<file path="config.mk">
export PLATFORM = sky130hd
export DESIGN_NAME = valu_top
export DESIGN_NICKNAME = d
export VERILOG_FILES = /design/src/design/valu_pkg.sv /design/src/design/valu_decode.sv /design/src/design/valu_logic_unit.sv /design/src/design/valu_arith_unit.sv /design/src/design/valu_resp_merge.sv /design/src/design/valu_top.sv
export SDC_FILE = /design/constraint.sdc
export NUM_CORES = 1
export LEC_CHECK = 0
export BUFFER_PORTS_ARGS = -buffer_cell sky130_fd_sc_hd__buf_2
export CAP_MARGIN = 20
export CORE_UTILIZATION = 30
export DETAILED_ROUTE_END_ITERATION = 12
export SLEW_MARGIN = 20
export SYNTH_ARGS = -nofsm -noshare
export SYNTH_HDL_FRONTEND = slang
export SYNTH_HIERARCHICAL = 1
export SYNTH_SLANG_ARGS = --single-unit
</file>
<file path="constraint.sdc">
create_clock -name clk -period 14.57 [get_ports clk]
set_input_delay 0.7285 -clock clk [delete_from_list [all_inputs] [get_ports clk]]
set_output_delay 0.7285 -clock clk [all_outputs]
set_load 0.02 [all_outputs]
</file>
<file path="src/design/valu_pkg.sv">
`default_nettype none

package valu_pkg;

    localparam int data_width   = 64;
    localparam int be_width     = data_width / 8;
    localparam int addr_width   = 32;
    localparam int funct6_width = 6;
    localparam int unit_latency = 2;  // cycles inside each execute unit

    // element width is 8 << sew
    typedef enum logic [1:0] {
        sew_8,
        sew_16,
        sew_32,
        sew_64
    } sew_e;

    typedef enum logic [2:0] {
        opivv = 3'd0,
        opivi = 3'd3,
        opivx = 3'd4
    } op_minor_e;

    typedef enum logic [funct6_width-1:0] {
        f_vadd   = 6'b000000,
        f_vsub   = 6'b000010,
        f_vrsub  = 6'b000011,
        f_vminu  = 6'b000100,
        f_vmin   = 6'b000101,
        f_vmaxu  = 6'b000110,
        f_vmax   = 6'b000111,
        f_vand   = 6'b001001,
        f_vor    = 6'b001010,
        f_vxor   = 6'b001011,
        f_vmerge = 6'b010111
    } funct6_e;

    typedef enum logic [3:0] {
        op_none,
        op_and,
        op_or,
        op_xor,
        op_move,
        op_merge,
        op_add,
        op_sub,
        op_rsub,
        op_minu,
        op_min,
        op_maxu,
        op_max
    } valu_op_e;

endpackage

`default_nettype wire

</file>
<file path="src/design/valu_decode.sv">
`timescale 1ns/10ps
`default_nettype none

module valu_decode (
    input  logic                                 clk,
    input  logic                                 rst,
    input  logic                                 req_valid,
    input  logic [valu_pkg::funct6_width-1:0]    req_func_id,
    input  logic [2:0]                           req_op_mnr,
    input  logic [1:0]                           req_sew,
    input  logic [valu_pkg::data_width-1:0]      req_data0,
    input  logic [valu_pkg::data_width-1:0]      req_data1,
    input  logic [valu_pkg::addr_width-1:0]      req_addr,
    input  logic [valu_pkg::be_width-1:0]        req_be,
    input  logic                                 req_start,
    input  logic                                 req_end,
    input  logic                                 req_mask,
    output logic                                 s1_valid,
    output valu_pkg::valu_op_e                   s1_op,
    output logic [1:0]                           s1_sew,
    output logic [valu_pkg::data_width-1:0]      s1_data0,
    output logic [valu_pkg::data_width-1:0]      s1_data1,
    output logic [valu_pkg::be_width-1:0]        s1_be,
    output logic [valu_pkg::addr_width-1:0]      s1_addr,
    output logic                                 s1_start,
    output logic                                 s1_end
);

    valu_pkg::valu_op_e op_next;
    logic               take;

    always_comb begin
        case (req_func_id)
            valu_pkg::f_vadd:   op_next = valu_pkg::op_add;
            valu_pkg::f_vsub:   op_next = valu_pkg::op_sub;
            valu_pkg::f_vrsub:  op_next = valu_pkg::op_rsub;
            valu_pkg::f_vminu:  op_next = valu_pkg::op_minu;
            valu_pkg::f_vmin:   op_next = valu_pkg::op_min;
            valu_pkg::f_vmaxu:  op_next = valu_pkg::op_maxu;
            valu_pkg::f_vmax:   op_next = valu_pkg::op_max;
            valu_pkg::f_vand:   op_next = valu_pkg::op_and;
            valu_pkg::f_vor:    op_next = valu_pkg::op_or;
            valu_pkg::f_vxor:   op_next = valu_pkg::op_xor;
            valu_pkg::f_vmerge: op_next = req_mask ? valu_pkg::op_move : valu_pkg::op_merge;
            default:            op_next = valu_pkg::op_none;
        endcase
        if (!(req_op_mnr inside {valu_pkg::opivv, valu_pkg::opivi, valu_pkg::opivx})) begin
            op_next = valu_pkg::op_none;  // opmvv, opfvv and the rest
        end
    end

    assign take = req_valid && (op_next != valu_pkg::op_none);

    always_ff @(posedge clk) begin
        if (rst) begin
            s1_valid <= 1'b0;
            s1_op    <= valu_pkg::op_none;
            s1_start <= 1'b0;
            s1_end   <= 1'b0;
        end else begin
            s1_valid <= take;
            s1_op    <= take ? op_next : valu_pkg::op_none;
            s1_start <= take && req_start;
            s1_end   <= take && req_end;
        end
    end

    always_ff @(posedge clk) begin
        s1_sew   <= req_sew;
        s1_data0 <= req_data0;
        s1_data1 <= req_data1;
        s1_be    <= req_be;
        s1_addr  <= req_addr;
    end

endmodule

`default_nettype wire

</file>
<file path="src/design/valu_logic_unit.sv">
`timescale 1ns/10ps
`default_nettype none

module valu_logic_unit (
    input  logic                               clk,
    input  logic                               rst,
    input  logic                               s1_valid,
    input  valu_pkg::valu_op_e                 s1_op,
    input  logic [valu_pkg::data_width-1:0]    s1_data0,
    input  logic [valu_pkg::data_width-1:0]    s1_data1,
    input  logic [valu_pkg::be_width-1:0]      s1_be,
    output logic                               logic_valid,
    output logic [valu_pkg::data_width-1:0]    logic_data
);

    logic                            hit;
    logic [valu_pkg::data_width-1:0] res;
    logic                            v2;
    logic [valu_pkg::data_width-1:0] d2;

    assign hit = s1_valid && (s1_op inside {valu_pkg::op_and, valu_pkg::op_or,
                                            valu_pkg::op_xor, valu_pkg::op_move,
                                            valu_pkg::op_merge});

    always_comb begin
        res = '0;  // zero when idle so the merge stage can OR
        case (s1_op)
            valu_pkg::op_and:  res = s1_data1 & s1_data0;
            valu_pkg::op_or:   res = s1_data1 | s1_data0;
            valu_pkg::op_xor:  res = s1_data1 ^ s1_data0;
            valu_pkg::op_move: res = s1_data0;
            valu_pkg::op_merge: begin
                for (int i = 0; i < valu_pkg::be_width; i++) begin
                    res[8*i +: 8] = s1_be[i] ? s1_data0[8*i +: 8] : s1_data1[8*i +: 8];
                end
            end
            default: res = '0;
        endcase
    end

    always_ff @(posedge clk) begin
        if (rst) begin
            v2          <= 1'b0;
            logic_valid <= 1'b0;
        end else begin
            v2          <= hit;
            logic_valid <= v2;
        end
    end

    always_ff @(posedge clk) begin
        d2         <= res;
        logic_data <= d2;  // retiming slot
    end

endmodule

`default_nettype wire

</file>
<file path="src/design/valu_arith_unit.sv">
`timescale 1ns/10ps
`default_nettype none

module valu_arith_unit (
    input  logic                               clk,
    input  logic                               rst,
    input  logic                               s1_valid,
    input  valu_pkg::valu_op_e                 s1_op,
    input  logic [1:0]                         s1_sew,
    input  logic [valu_pkg::data_width-1:0]    s1_data0,
    input  logic [valu_pkg::data_width-1:0]    s1_data1,
    output logic                               arith_valid,
    output logic [valu_pkg::data_width-1:0]    arith_data
);

    localparam int dw = valu_pkg::data_width;
    localparam int bw = valu_pkg::be_width;

    // low byte-index bits that stay inside one element
    function automatic logic [2:0] elem_mask(input logic [1:0] sew);
        case (sew)
            valu_pkg::sew_8:  return 3'd0;
            valu_pkg::sew_16: return 3'd1;
            valu_pkg::sew_32: return 3'd3;
            default:          return 3'd7;
        endcase
    endfunction

    // byte-wise adder, carry restarts at each element boundary
    function automatic logic [dw-1:0] lane_add(input logic [dw-1:0] a, input logic [dw-1:0] b,
                                               input logic sub, input logic [2:0] mask);
        logic [dw-1:0] s;
        logic [7:0]    bb;
        logic [8:0]    t;
        logic          c;
        c = 1'b0;
        for (int i = 0; i < bw; i++) begin
            if ((i[2:0] & mask) == 3'd0) begin
                c = sub;  // +1 of the two's complement
            end
            bb = sub ? ~b[8*i +: 8] : b[8*i +: 8];
            t  = {1'b0, a[8*i +: 8]} + {1'b0, bb} + {8'd0, c};
            s[8*i +: 8] = t[7:0];
            c  = t[8];
        end
        return s;
    endfunction

    logic               hit;
    logic [2:0]         mask;
    logic [dw-1:0]      sum_c, diff_c, rdiff_c;
    logic [bw-1:0]      slt_c, ult_c;
    logic               v2;
    valu_pkg::valu_op_e op2;
    logic [dw-1:0]      sum2, diff2, rdiff2, d0_2, d1_2;
    logic [bw-1:0]      slt2, ult2;
    logic [dw-1:0]      res;

    assign hit = s1_valid && (s1_op inside {valu_pkg::op_add, valu_pkg::op_sub,
                                            valu_pkg::op_rsub, valu_pkg::op_minu,
                                            valu_pkg::op_min, valu_pkg::op_maxu,
                                            valu_pkg::op_max});

    always_comb begin
        logic at, bt, dt, slt_cur, ult_cur;
        at      = 1'b0;
        bt      = 1'b0;
        dt      = 1'b0;
        slt_cur = 1'b0;
        ult_cur = 1'b0;
        mask    = elem_mask(s1_sew);
        sum_c   = lane_add(s1_data1, s1_data0, 1'b0, mask);
        diff_c  = lane_add(s1_data1, s1_data0, 1'b1, mask);
        rdiff_c = lane_add(s1_data0, s1_data1, 1'b1, mask);
        // walk down so each element's top byte is seen first
        for (int i = bw - 1; i >= 0; i--) begin
            if ((i[2:0] & mask) == mask) begin
                at      = s1_data1[8*i+7];
                bt      = s1_data0[8*i+7];
                dt      = diff_c[8*i+7];
                slt_cur = (at != bt) ? at : dt;
                ult_cur = (at != bt) ? bt : dt;
            end
            slt_c[i] = slt_cur;  // data1 < data0, signed
            ult_c[i] = ult_cur;
        end
    end

    always_ff @(posedge clk) begin
        if (rst) begin
            v2          <= 1'b0;
            op2         <= valu_pkg::op_none;
            arith_valid <= 1'b0;
        end else begin
            v2          <= hit;
            op2         <= hit ? s1_op : valu_pkg::op_none;
            arith_valid <= v2;
        end
    end

    always_ff @(posedge clk) begin
        sum2   <= sum_c;
        diff2  <= diff_c;
        rdiff2 <= rdiff_c;
        slt2   <= slt_c;
        ult2   <= ult_c;
        d0_2   <= s1_data0;
        d1_2   <= s1_data1;
    end

    always_comb begin
        logic [7:0] x, y;
        res = '0;
        for (int i = 0; i < bw; i++) begin
            x = d1_2[8*i +: 8];
            y = d0_2[8*i +: 8];
            case (op2)
                valu_pkg::op_add:  res[8*i +: 8] = sum2[8*i +: 8];
                valu_pkg::op_sub:  res[8*i +: 8] = diff2[8*i +: 8];
                valu_pkg::op_rsub: res[8*i +: 8] = rdiff2[8*i +: 8];
                valu_pkg::op_minu: res[8*i +: 8] = ult2[i] ? x : y;
                valu_pkg::op_min:  res[8*i +: 8] = slt2[i] ? x : y;
                valu_pkg::op_maxu: res[8*i +: 8] = ult2[i] ? y : x;
                valu_pkg::op_max:  res[8*i +: 8] = slt2[i] ? y : x;
                default:           res[8*i +: 8] = 8'd0;
            endcase
        end
    end

    always_ff @(posedge clk) begin
        arith_data <= res;
    end

endmodule

`default_nettype wire

</file>
<file path="src/design/valu_resp_merge.sv">
`timescale 1ns/10ps
`default_nettype none

module valu_resp_merge (
    input  logic                               clk,
    input  logic                               rst,
    input  logic                               logic_valid,
    input  logic [valu_pkg::data_width-1:0]    logic_data,
    input  logic                               arith_valid,
    input  logic [valu_pkg::data_width-1:0]    arith_data,
    input  logic                               s1_valid,
    input  logic [valu_pkg::addr_width-1:0]    s1_addr,
    input  logic                               s1_start,
    input  logic                               s1_end,
    input  logic [valu_pkg::be_width-1:0]      s1_be,
    input  logic [1:0]                         s1_sew,
    output logic                               resp_valid,
    output logic [valu_pkg::data_width-1:0]    resp_data,
    output logic [valu_pkg::addr_width-1:0]    resp_addr,
    output logic [valu_pkg::be_width-1:0]      resp_be,
    output logic [1:0]                         resp_sew,
    output logic                               resp_start,
    output logic                               resp_end
);

    localparam int depth = valu_pkg::unit_latency;
    localparam int last  = depth - 1;

    // sideband delay line, one entry per unit stage
    logic                            v_q     [depth];
    logic                            start_q [depth];
    logic                            end_q   [depth];
    logic [valu_pkg::addr_width-1:0] addr_q  [depth];
    logic [valu_pkg::be_width-1:0]   be_q    [depth];
    logic [1:0]                      sew_q   [depth];

    always_ff @(posedge clk) begin
        if (rst) begin
            for (int k = 0; k < depth; k++) begin
                v_q[k]     <= 1'b0;
                start_q[k] <= 1'b0;
                end_q[k]   <= 1'b0;
            end
        end else begin
            v_q[0]     <= s1_valid;
            start_q[0] <= s1_start;
            end_q[0]   <= s1_end;
            for (int k = 1; k < depth; k++) begin
                v_q[k]     <= v_q[k-1];
                start_q[k] <= start_q[k-1];
                end_q[k]   <= end_q[k-1];
            end
        end
    end

    always_ff @(posedge clk) begin
        addr_q[0] <= s1_addr;
        be_q[0]   <= s1_be;
        sew_q[0]  <= s1_sew;
        for (int k = 1; k < depth; k++) begin
            addr_q[k] <= addr_q[k-1];
            be_q[k]   <= be_q[k-1];
            sew_q[k]  <= sew_q[k-1];
        end
    end

    always_ff @(posedge clk) begin
        if (rst) begin
            resp_valid <= 1'b0;
            resp_data  <= '0;
            resp_addr  <= '0;
            resp_be    <= '0;
            resp_sew   <= '0;
            resp_start <= 1'b0;
            resp_end   <= 1'b0;
        end else begin
            resp_valid <= logic_valid || arith_valid;
            resp_data  <= logic_data | arith_data;  // idle unit drives zero
            resp_addr  <= v_q[last] ? addr_q[last] : '0;
            resp_be    <= v_q[last] ? be_q[last] : '0;
            resp_sew   <= v_q[last] ? sew_q[last] : 2'd0;
            resp_start <= v_q[last] && start_q[last];
            resp_end   <= v_q[last] && end_q[last];
        end
    end

endmodule

`default_nettype wire

</file>
<file path="src/design/valu_top.sv">
`timescale 1ns/10ps
`default_nettype none

module valu_top (
    input  logic                                 clk,
    input  logic                                 rst,
    input  logic                                 req_valid,
    input  logic [valu_pkg::funct6_width-1:0]    req_func_id,
    input  logic [2:0]                           req_op_mnr,
    input  logic [1:0]                           req_sew,
    input  logic [valu_pkg::data_width-1:0]      req_data0,
    input  logic [valu_pkg::data_width-1:0]      req_data1,
    input  logic [valu_pkg::addr_width-1:0]      req_addr,
    input  logic [valu_pkg::be_width-1:0]        req_be,
    input  logic                                 req_start,
    input  logic                                 req_end,
    input  logic                                 req_mask,
    output logic                                 resp_valid,
    output logic [valu_pkg::data_width-1:0]      resp_data,
    output logic [valu_pkg::addr_width-1:0]      resp_addr,
    output logic [valu_pkg::be_width-1:0]        resp_be,
    output logic [1:0]                           resp_sew,
    output logic                                 resp_start,
    output logic                                 resp_end
);

    logic                            s1_valid;
    valu_pkg::valu_op_e              s1_op;
    logic [1:0]                      s1_sew;
    logic [valu_pkg::data_width-1:0] s1_data0;
    logic [valu_pkg::data_width-1:0] s1_data1;
    logic [valu_pkg::be_width-1:0]   s1_be;
    logic [valu_pkg::addr_width-1:0] s1_addr;
    logic                            s1_start;
    logic                            s1_end;
    logic                            logic_valid;
    logic [valu_pkg::data_width-1:0] logic_data;
    logic                            arith_valid;
    logic [valu_pkg::data_width-1:0] arith_data;

    valu_decode u_decode (
        .clk(clk), .rst(rst),
        .req_valid(req_valid), .req_func_id(req_func_id), .req_op_mnr(req_op_mnr),
        .req_sew(req_sew), .req_data0(req_data0), .req_data1(req_data1),
        .req_addr(req_addr), .req_be(req_be), .req_start(req_start),
        .req_end(req_end), .req_mask(req_mask),
        .s1_valid(s1_valid), .s1_op(s1_op), .s1_sew(s1_sew),
        .s1_data0(s1_data0), .s1_data1(s1_data1), .s1_be(s1_be),
        .s1_addr(s1_addr), .s1_start(s1_start), .s1_end(s1_end)
    );

    valu_logic_unit u_logic (
        .clk(clk), .rst(rst),
        .s1_valid(s1_valid), .s1_op(s1_op), .s1_data0(s1_data0),
        .s1_data1(s1_data1), .s1_be(s1_be),
        .logic_valid(logic_valid), .logic_data(logic_data)
    );

    valu_arith_unit u_arith (
        .clk(clk), .rst(rst),
        .s1_valid(s1_valid), .s1_op(s1_op), .s1_sew(s1_sew),
        .s1_data0(s1_data0), .s1_data1(s1_data1),
        .arith_valid(arith_valid), .arith_data(arith_data)
    );

    valu_resp_merge u_resp (
        .clk(clk), .rst(rst),
        .logic_valid(logic_valid), .logic_data(logic_data),
        .arith_valid(arith_valid), .arith_data(arith_data),
        .s1_valid(s1_valid), .s1_addr(s1_addr), .s1_start(s1_start),
        .s1_end(s1_end), .s1_be(s1_be), .s1_sew(s1_sew),
        .resp_valid(resp_valid), .resp_data(resp_data), .resp_addr(resp_addr),
        .resp_be(resp_be), .resp_sew(resp_sew), .resp_start(resp_start),
        .resp_end(resp_end)
    );

endmodule

`default_nettype wire

</file>
Yosys cells after proc, flatten, opt, wreduce, memory -nomap -nowiden
Memory sizes are Yosys's and may differ from the RTL's. A register that Yosys moved wholly into a read port is not among the register bits. Cells that the tools add are included.

Input port bits: 185. RAM bits: 90. Logic and storage cells: 292. Output and inout port bits: 109. Register bits: 780. Memories: 6.

Memory list: u_resp.addr_q (depth 2, bits a word 32, rd ports 2, clocked after Yosys merged registers in 1, write ports 2, line valu_resp_merge.sv:33) `logic [valu_pkg::addr_width-1:0] addr_q [depth];`; u_resp.be_q (depth 2, bits a word 8, rd ports 2, clocked after Yosys merged registers in 1, write ports 2, line valu_resp_merge.sv:34) `logic [valu_pkg::be_width-1:0] be_q [depth];`; u_resp.sew_q (depth 2, bits a word 2, rd ports 2, clocked after Yosys merged registers in 1, write ports 2, line valu_resp_merge.sv:35) `logic [1:0] sew_q [depth];`; u_resp.end_q (depth 2, bits a word 1, rd ports 2, clocked after Yosys merged registers in 0, write ports 2, line valu_resp_merge.sv:32) `logic end_q [depth];`; u_resp.start_q (depth 2, bits a word 1, rd ports 2, clocked after Yosys merged registers in 0, write ports 2, line valu_resp_merge.sv:31) `logic start_q [depth];`; u_resp.v_q (depth 2, bits a word 1, rd ports 2, clocked after Yosys merged registers in 0, write ports 2, line valu_resp_merge.sv:30) `logic v_q [depth];`.

Reductions and logical operators: 28. Add/sub/neg operators: 47. Mux-type cells: 113. Bitwise gates (word level): 29. Eq/ne operators: 41.

Operator list (number): case mux 8 bit (7 select lines) (8); two-way mux 8 bit (40); case mux 64 bit (5 select lines) (1); adder 8 x 8 -> 9 bit (21); adder 9 x 1 -> 9 bit (18); NOT 8 bit (16); bitwise OR 64 bit (2); bitwise AND 64 bit (1); bitwise XOR 64 bit (1); two-way mux 1 bit (61); case mux 4 bit (11 select lines) (1); equality test 4 bit (second input constant) (10); adder 8 x 1 -> 8 bit (3); adder 8 bit (3); equality test 4 x 3 -> 1 bit (second input constant) (6); equality test 6 x 3 -> 1 bit (second input constant) (4); zero test 3 bit (8); adder 9 x 1 -> 9 bit (second input constant) (2); equality test 6 x 4 -> 1 bit (second input constant) (3); equality test 6 x 2 -> 1 bit (second input constant) (2); case mux 3 bit (3 select lines) (1); equality test 4 x 2 -> 1 bit (second input constant) (2); zero test 2 bit (4); inequality test 1 bit (8); 17 further kinds (32).

Longest topological paths before layout
Word-level depth: 25. Mapped depth: 59. Gate-level depth less buffers: 59.

Hierarchy
The synthesis kept the hierarchy.

By module, submodules not included: valu_arith_unit (cells each 2144, area each 21157.8 µm², times used 1, sequential area each 8087.8 µm²); valu_logic_unit (cells each 798, area each 7967.6 µm², times used 1, sequential area each 2602.5 µm²); valu_resp_merge (cells each 330, area each 5170.0 µm², times used 1, sequential area each 3983.8 µm²); valu_decode (cells each 213, area each 3789.9 µm², times used 1, sequential area each 3543.4 µm²).

Least setup slack after synthesis
No wires, ideal clock.

Path kind: reg2reg. Start: register u_decode/s1_data0[6] (netlist name). End: register u_arith.slt2[0]. Required time: 14.449 ns. Path buffers: 1. Library setup time: 0.121 ns. Stages on the path, launching flop included: 60. Arrival: 12.163 ns. Setup slack: 2.286 ns. Path through: dfxtp_1 > inv_1 > ha_1 > clkbuf_1 > clkinv_1 > nor2_1 > o21ai_0 > o21ai_0 > nor3_1 > fa_1 > fa_1 > o21bai_1 > a21oi_1 > o21ai_0 > nor3b_1 > fa_1 > fa_1 > nor2b_1 > [... 24 more ...] > nand2_1 > fa_1 > fa_1 > nor2b_1 > o21a_1 > o21a_1 > o21ai_0 > a21o_1 > fa_1 > nor2b_1 > o21ai_0 > a21oi_1 > o21ai_0 > a211o_1 > fa_1 > mux2i_1 > a21oi_1 > mux2_2.

Cells in the longest elaborated chain, start to end: 25.

RTL lines: start: declaration (line valu_decode.sv:21) `output logic [valu_pkg::data_width-1:0] s1_data0,`; start signal: assignment (line valu_decode.sv:70) `s1_data0 <= req_data0;`; NOT 8 bit; adder 8 x 8 -> 9 bit (line valu_arith_unit.sv:42) `t = {1'b0, a[8*i +: 8]} + {1'b0, bb} + {8'd0, c};`; adder 9 x 1 -> 9 bit (line valu_arith_unit.sv:42); two-way mux 1 bit (line valu_arith_unit.sv:38) `if ((i[2:0] & mask) == 3'd0) begin`; adder 9 x 1 -> 9 bit (line valu_arith_unit.sv:42); two-way mux 1 bit (line valu_arith_unit.sv:38); adder 9 x 1 -> 9 bit (line valu_arith_unit.sv:42); two-way mux 1 bit (line valu_arith_unit.sv:38); [... 7 more ...]; two-way mux 1 bit (line valu_arith_unit.sv:38); adder 8 x 1 -> 8 bit (line valu_arith_unit.sv:42); two-way mux 1 bit (line valu_arith_unit.sv:81) `slt_cur = (at != bt) ? at : dt;`; net u_arith.slt_c[7] (line valu_arith_unit.sv:52) `logic [bw-1:0] slt_c, ult_c;`; two-way mux 1 bit (6 in a row) (line valu_arith_unit.sv:77) `if ((i[2:0] & mask) == mask) begin`; net u_arith.slt_c[1] (line valu_arith_unit.sv:52); two-way mux 1 bit (line valu_arith_unit.sv:77); net u_arith.slt_c[0] (line valu_arith_unit.sv:52); end signal: assignment (line valu_arith_unit.sv:105) `slt2 <= slt_c;`; end: declaration (line valu_arith_unit.sv:56) `logic [bw-1:0] slt2, ult2;`.

The timed path passes the listed nets, and every way through them passes these cells. A chain may end at the register's enable or synchronous reset.

Worst setup path in the final report
Start: register u_decode/s1_data0[2] (netlist name). End: register u_arith.slt2[0].

The elaborated chain is that of the path after synthesis.

==> impl_metrics.yaml <==
die:
  die_area_um2: 128000
  boundaryPins: 294
  fp-row-count: 130
  initial_utilization_pct: 30.3
  coreArea_um2: 126000
  die_y_um: 358
  die_w_um: 358
worst_setup_path:
  path_max_fanout: 11
  worst-endpoint-required_ns: 15.16
  crit_path_end_kind: "flop"
  crit_top_cell: "fa_1"
  crit_start: "u_decode/s1_data0[2]"
  slowest_stage: "ha_1"
  worst_setup_path_start_kind: "flop"
  cp_data_arrival_time_ns: 14.29
  r2r_slack_ns: 0.87
  worst_r2r_startpoint: "u_decode/s1_data0[2]"
  max_stage_delay_ns: 0.53
  reg2regPathDepth: 57
  critPathKind: "flop to flop"
sta:
  grt_setup_unrepaired: "no"
  slew_violations: 0
  fmax_mhz: 73.0
  relSlewSlack_pct: 21.3
  final.setup.tns_ns: 0
  worst_slew_pin_slew_ns: 1.18
  hold_viol: 0
  min_period_ns: 13.70
  min_period_over_period_pct: 94.0
  setup_violations: 0
  fin_worst_skew_ns: 0.0310
clock_network:
  cts-root-buf: "clkbuf_16"
  post_cts_buffers: 0
  htreeDepth: 3
  cts_buffers: 98
  cts_sinks: 910
  ctsHoldBuffers: 0
  tritoncts: "built"
  clk_pin_slew_worst_paths_ns: 0.06
  worstSkewPairLatency_ns: 0.70
  cts_buffer_depth: 3
logic_synthesis:
  synth.avg_cell_area_um2: 10.9
  synth_top_area_cell: "dfxtp_1"
  synthArstFlopShare_pct: 0
  syn_nets: 4027
  synth_top_area_share_pct: 47.8
  synthCells: 3485
  yosys_warnings: 6
  yosys-top-cells-area: "dfxtp_1 (48%), ha_1 (9.7%), mux2_2 (4.8%)"
  synthMostInstantiatedCell: "dfxtp_1"
  ys_seq_area_share_pct: 47.8
  synth_common_cells: "dfxtp_1 (910), inv_1 (364), ha_1 (296), mux2_2 (164), nand2_1 (128)"
  synth.distinct_cells: 91
  ys_seq_elements: 910
  dominantRegCellSynth: "dfxtp_1"
  synth_edf_count: 0
  synth_area_um2: 38100
drt:
  wl_um: 112000
  drtIter0Drc: 2015
  avgViaCountPerCell: 4.89
  route.detailed.drc: 0
  firstDrtPassIters: 6
  vias: 26600
  ant_nets: 0
  wl_per_cell_um: 20.6
outcome:
  status: "completed"
place:
  place_inst: 5263
  io_buffer_count: 293
  place.gp.congestion: 0.873
  dp_hpwl_um: 76800
grt:
  groute.usage.overall_pct: 17.1
  grt_pass1_vias: 25800
  grt_pass1_wl_um: 164000
  antenna_found_initial: 22
  grt_overflow: 0
  grt_max_degree: 70
power:
  p_per_area_nw_per_um2: 138
  peakVddDrop_uv: 87.5
  p_leak_uw: 0.0193
final_layout:
  fin_nets: 4255
  drive_gt1_share_pct: 21.4
  area_growth_pct: 16.6
  fin_cells: 5449
flow_run:
  cap_violations: 0
worst_hold_path:
  hold_path_class: "input pin to flop"
  holdPathStages: 1
  min_from: "req_data0[55]"
==> cells by family (layout without fill, tap and decap cells) <==
family                     after synthesis  count (layout)  share of synthesized area [%]
xor gates and xnor gates               107             107                           2.56
and+or+nand+nor                        548             548                           7.64
buffers and inverters                  561             867                           6.29
other                                    0               8                              0
AOI/OAI and AO/OA                      780             780                           16.4
adders and majority gates              357             357                           12.9
muxes                                  222             222                           6.39
DFF                                    910             910                           47.8
==> stage by stage <==
step / total power [uW] / util [%] / worst slack (ns) / area, um^2 / hold slack [ns]
after floorplan: 3300 / - / 2.29 / 38100 / 0.310
after global placement: 3510 / 32.5 / 1.00 / 40900 / 0.310
after detailed placement: 3520 / 32.5 / 0.790 / 40900 / 0.312
after CTS: 6200 / 35.3 / 0.673 / 44300 / 0.0700
after global routing: 6390 / 35.3 / 0.0301 / 44400 / 0.100
final: 6140 / 35.3 / 0.872 / 44400 / 0.126
==> routing by layer <==
metal	wire, um	vias to the layer above	global-route usage (%)
met2	51400	813	27.5
met5	129	-	0
met3	6920	200	2.93
met4	3440	22	6.62
li1	-	12700	-
met1	50500	12900	22.7
==> power breakdown <==
part           internal [uW]  leakage, uW  switching, uW
sequential              2700      0.00758            130
combinational            300       0.0101            346
clock                   1600      0.00170           1060
==> worst max-delay path: cells and delay by family, from the launching register on <==
kind,cells,cell delay [ns]
adders and majority gates,15,6.42
AOI/OAI and AO/OA,29,4.87
and+or+nand+nor,10,1.20
muxes,2,0.54
DFF,1,0.48
buffers and inverters,1,0.08
==> layout make-up <==
| class | instances | area [um^2] |
|---|---|---|
| flip-flops and latches | 910 | 18200 |
| well taps | 1650 | 2060 |
| repair buffers | 321 | 1680 |
| clock inverters | 47 | 663 |
| fillers | 12500 | 81300 |
| multi-input cells | 2014 | 17500 |
| inverters | 368 | 1390 |
| diodes | 8 | 20.0 |
| clock buffers | 131 | 2810 |
==> layout by cell type, fill, tap and decap left out, types with 11 or more instances in the layout <==
| master | instances |
|---|---|
| buf_4 | 29 |
| nand3_1 | 19 |
| mux2i_1 | 55 |
| xnor2_1 | 79 |
| and3b_1 | 45 |
| xor2_1 | 23 |
| o21ba_2 | 71 |
| a211oi_1 | 11 |
| a222oi_1 | 47 |
| or2_2 | 12 |
| clkbuf_8 | 19 |
| a21o_1 | 12 |
| o21ai_1 | 12 |
| a221oi_1 | 105 |
| nand2_1 | 127 |
| clkbuf_16 | 100 |
| o21bai_1 | 18 |
| mux2_2 | 164 |
| o221ai_2 | 18 |
| fa_1 | 59 |
| nor2b_1 | 49 |
| nor3b_1 | 18 |
| inv_1 | 364 |
| ha_1 | 295 |
| nor3_1 | 74 |
| a22oi_1 | 31 |
| o21a_1 | 37 |
| a21oi_1 | 83 |
| o221ai_1 | 53 |
| a2bb2oi_1 | 62 |
| nor2_1 | 123 |
| buf_2 | 292 |
| o21ai_0 | 110 |
| clkbuf_1 | 12 |
| nor4_1 | 12 |
| o2111ai_1 | 12 |
| dfxtp_1 | 903 |
| clkinv_2 | 15 |
| bufinv_16 | 14 |
==> what timing repair did <==
item | CTS | global route
resized for setup | 0 | 9
endpoints found under the setup margin | 0 | 4
endpoints found under the hold margin | 0 | 0
==> final timing paths <==
check                               end
setup reg to reg        u_arith/slt2[0]
hold / removal    u_decode/s1_data0[55]
hold reg to reg    u_resp/addr_q[1][21]
setup / recovery        u_arith/slt2[0]
Note: power is estimated with default switching activity, not from simulation.
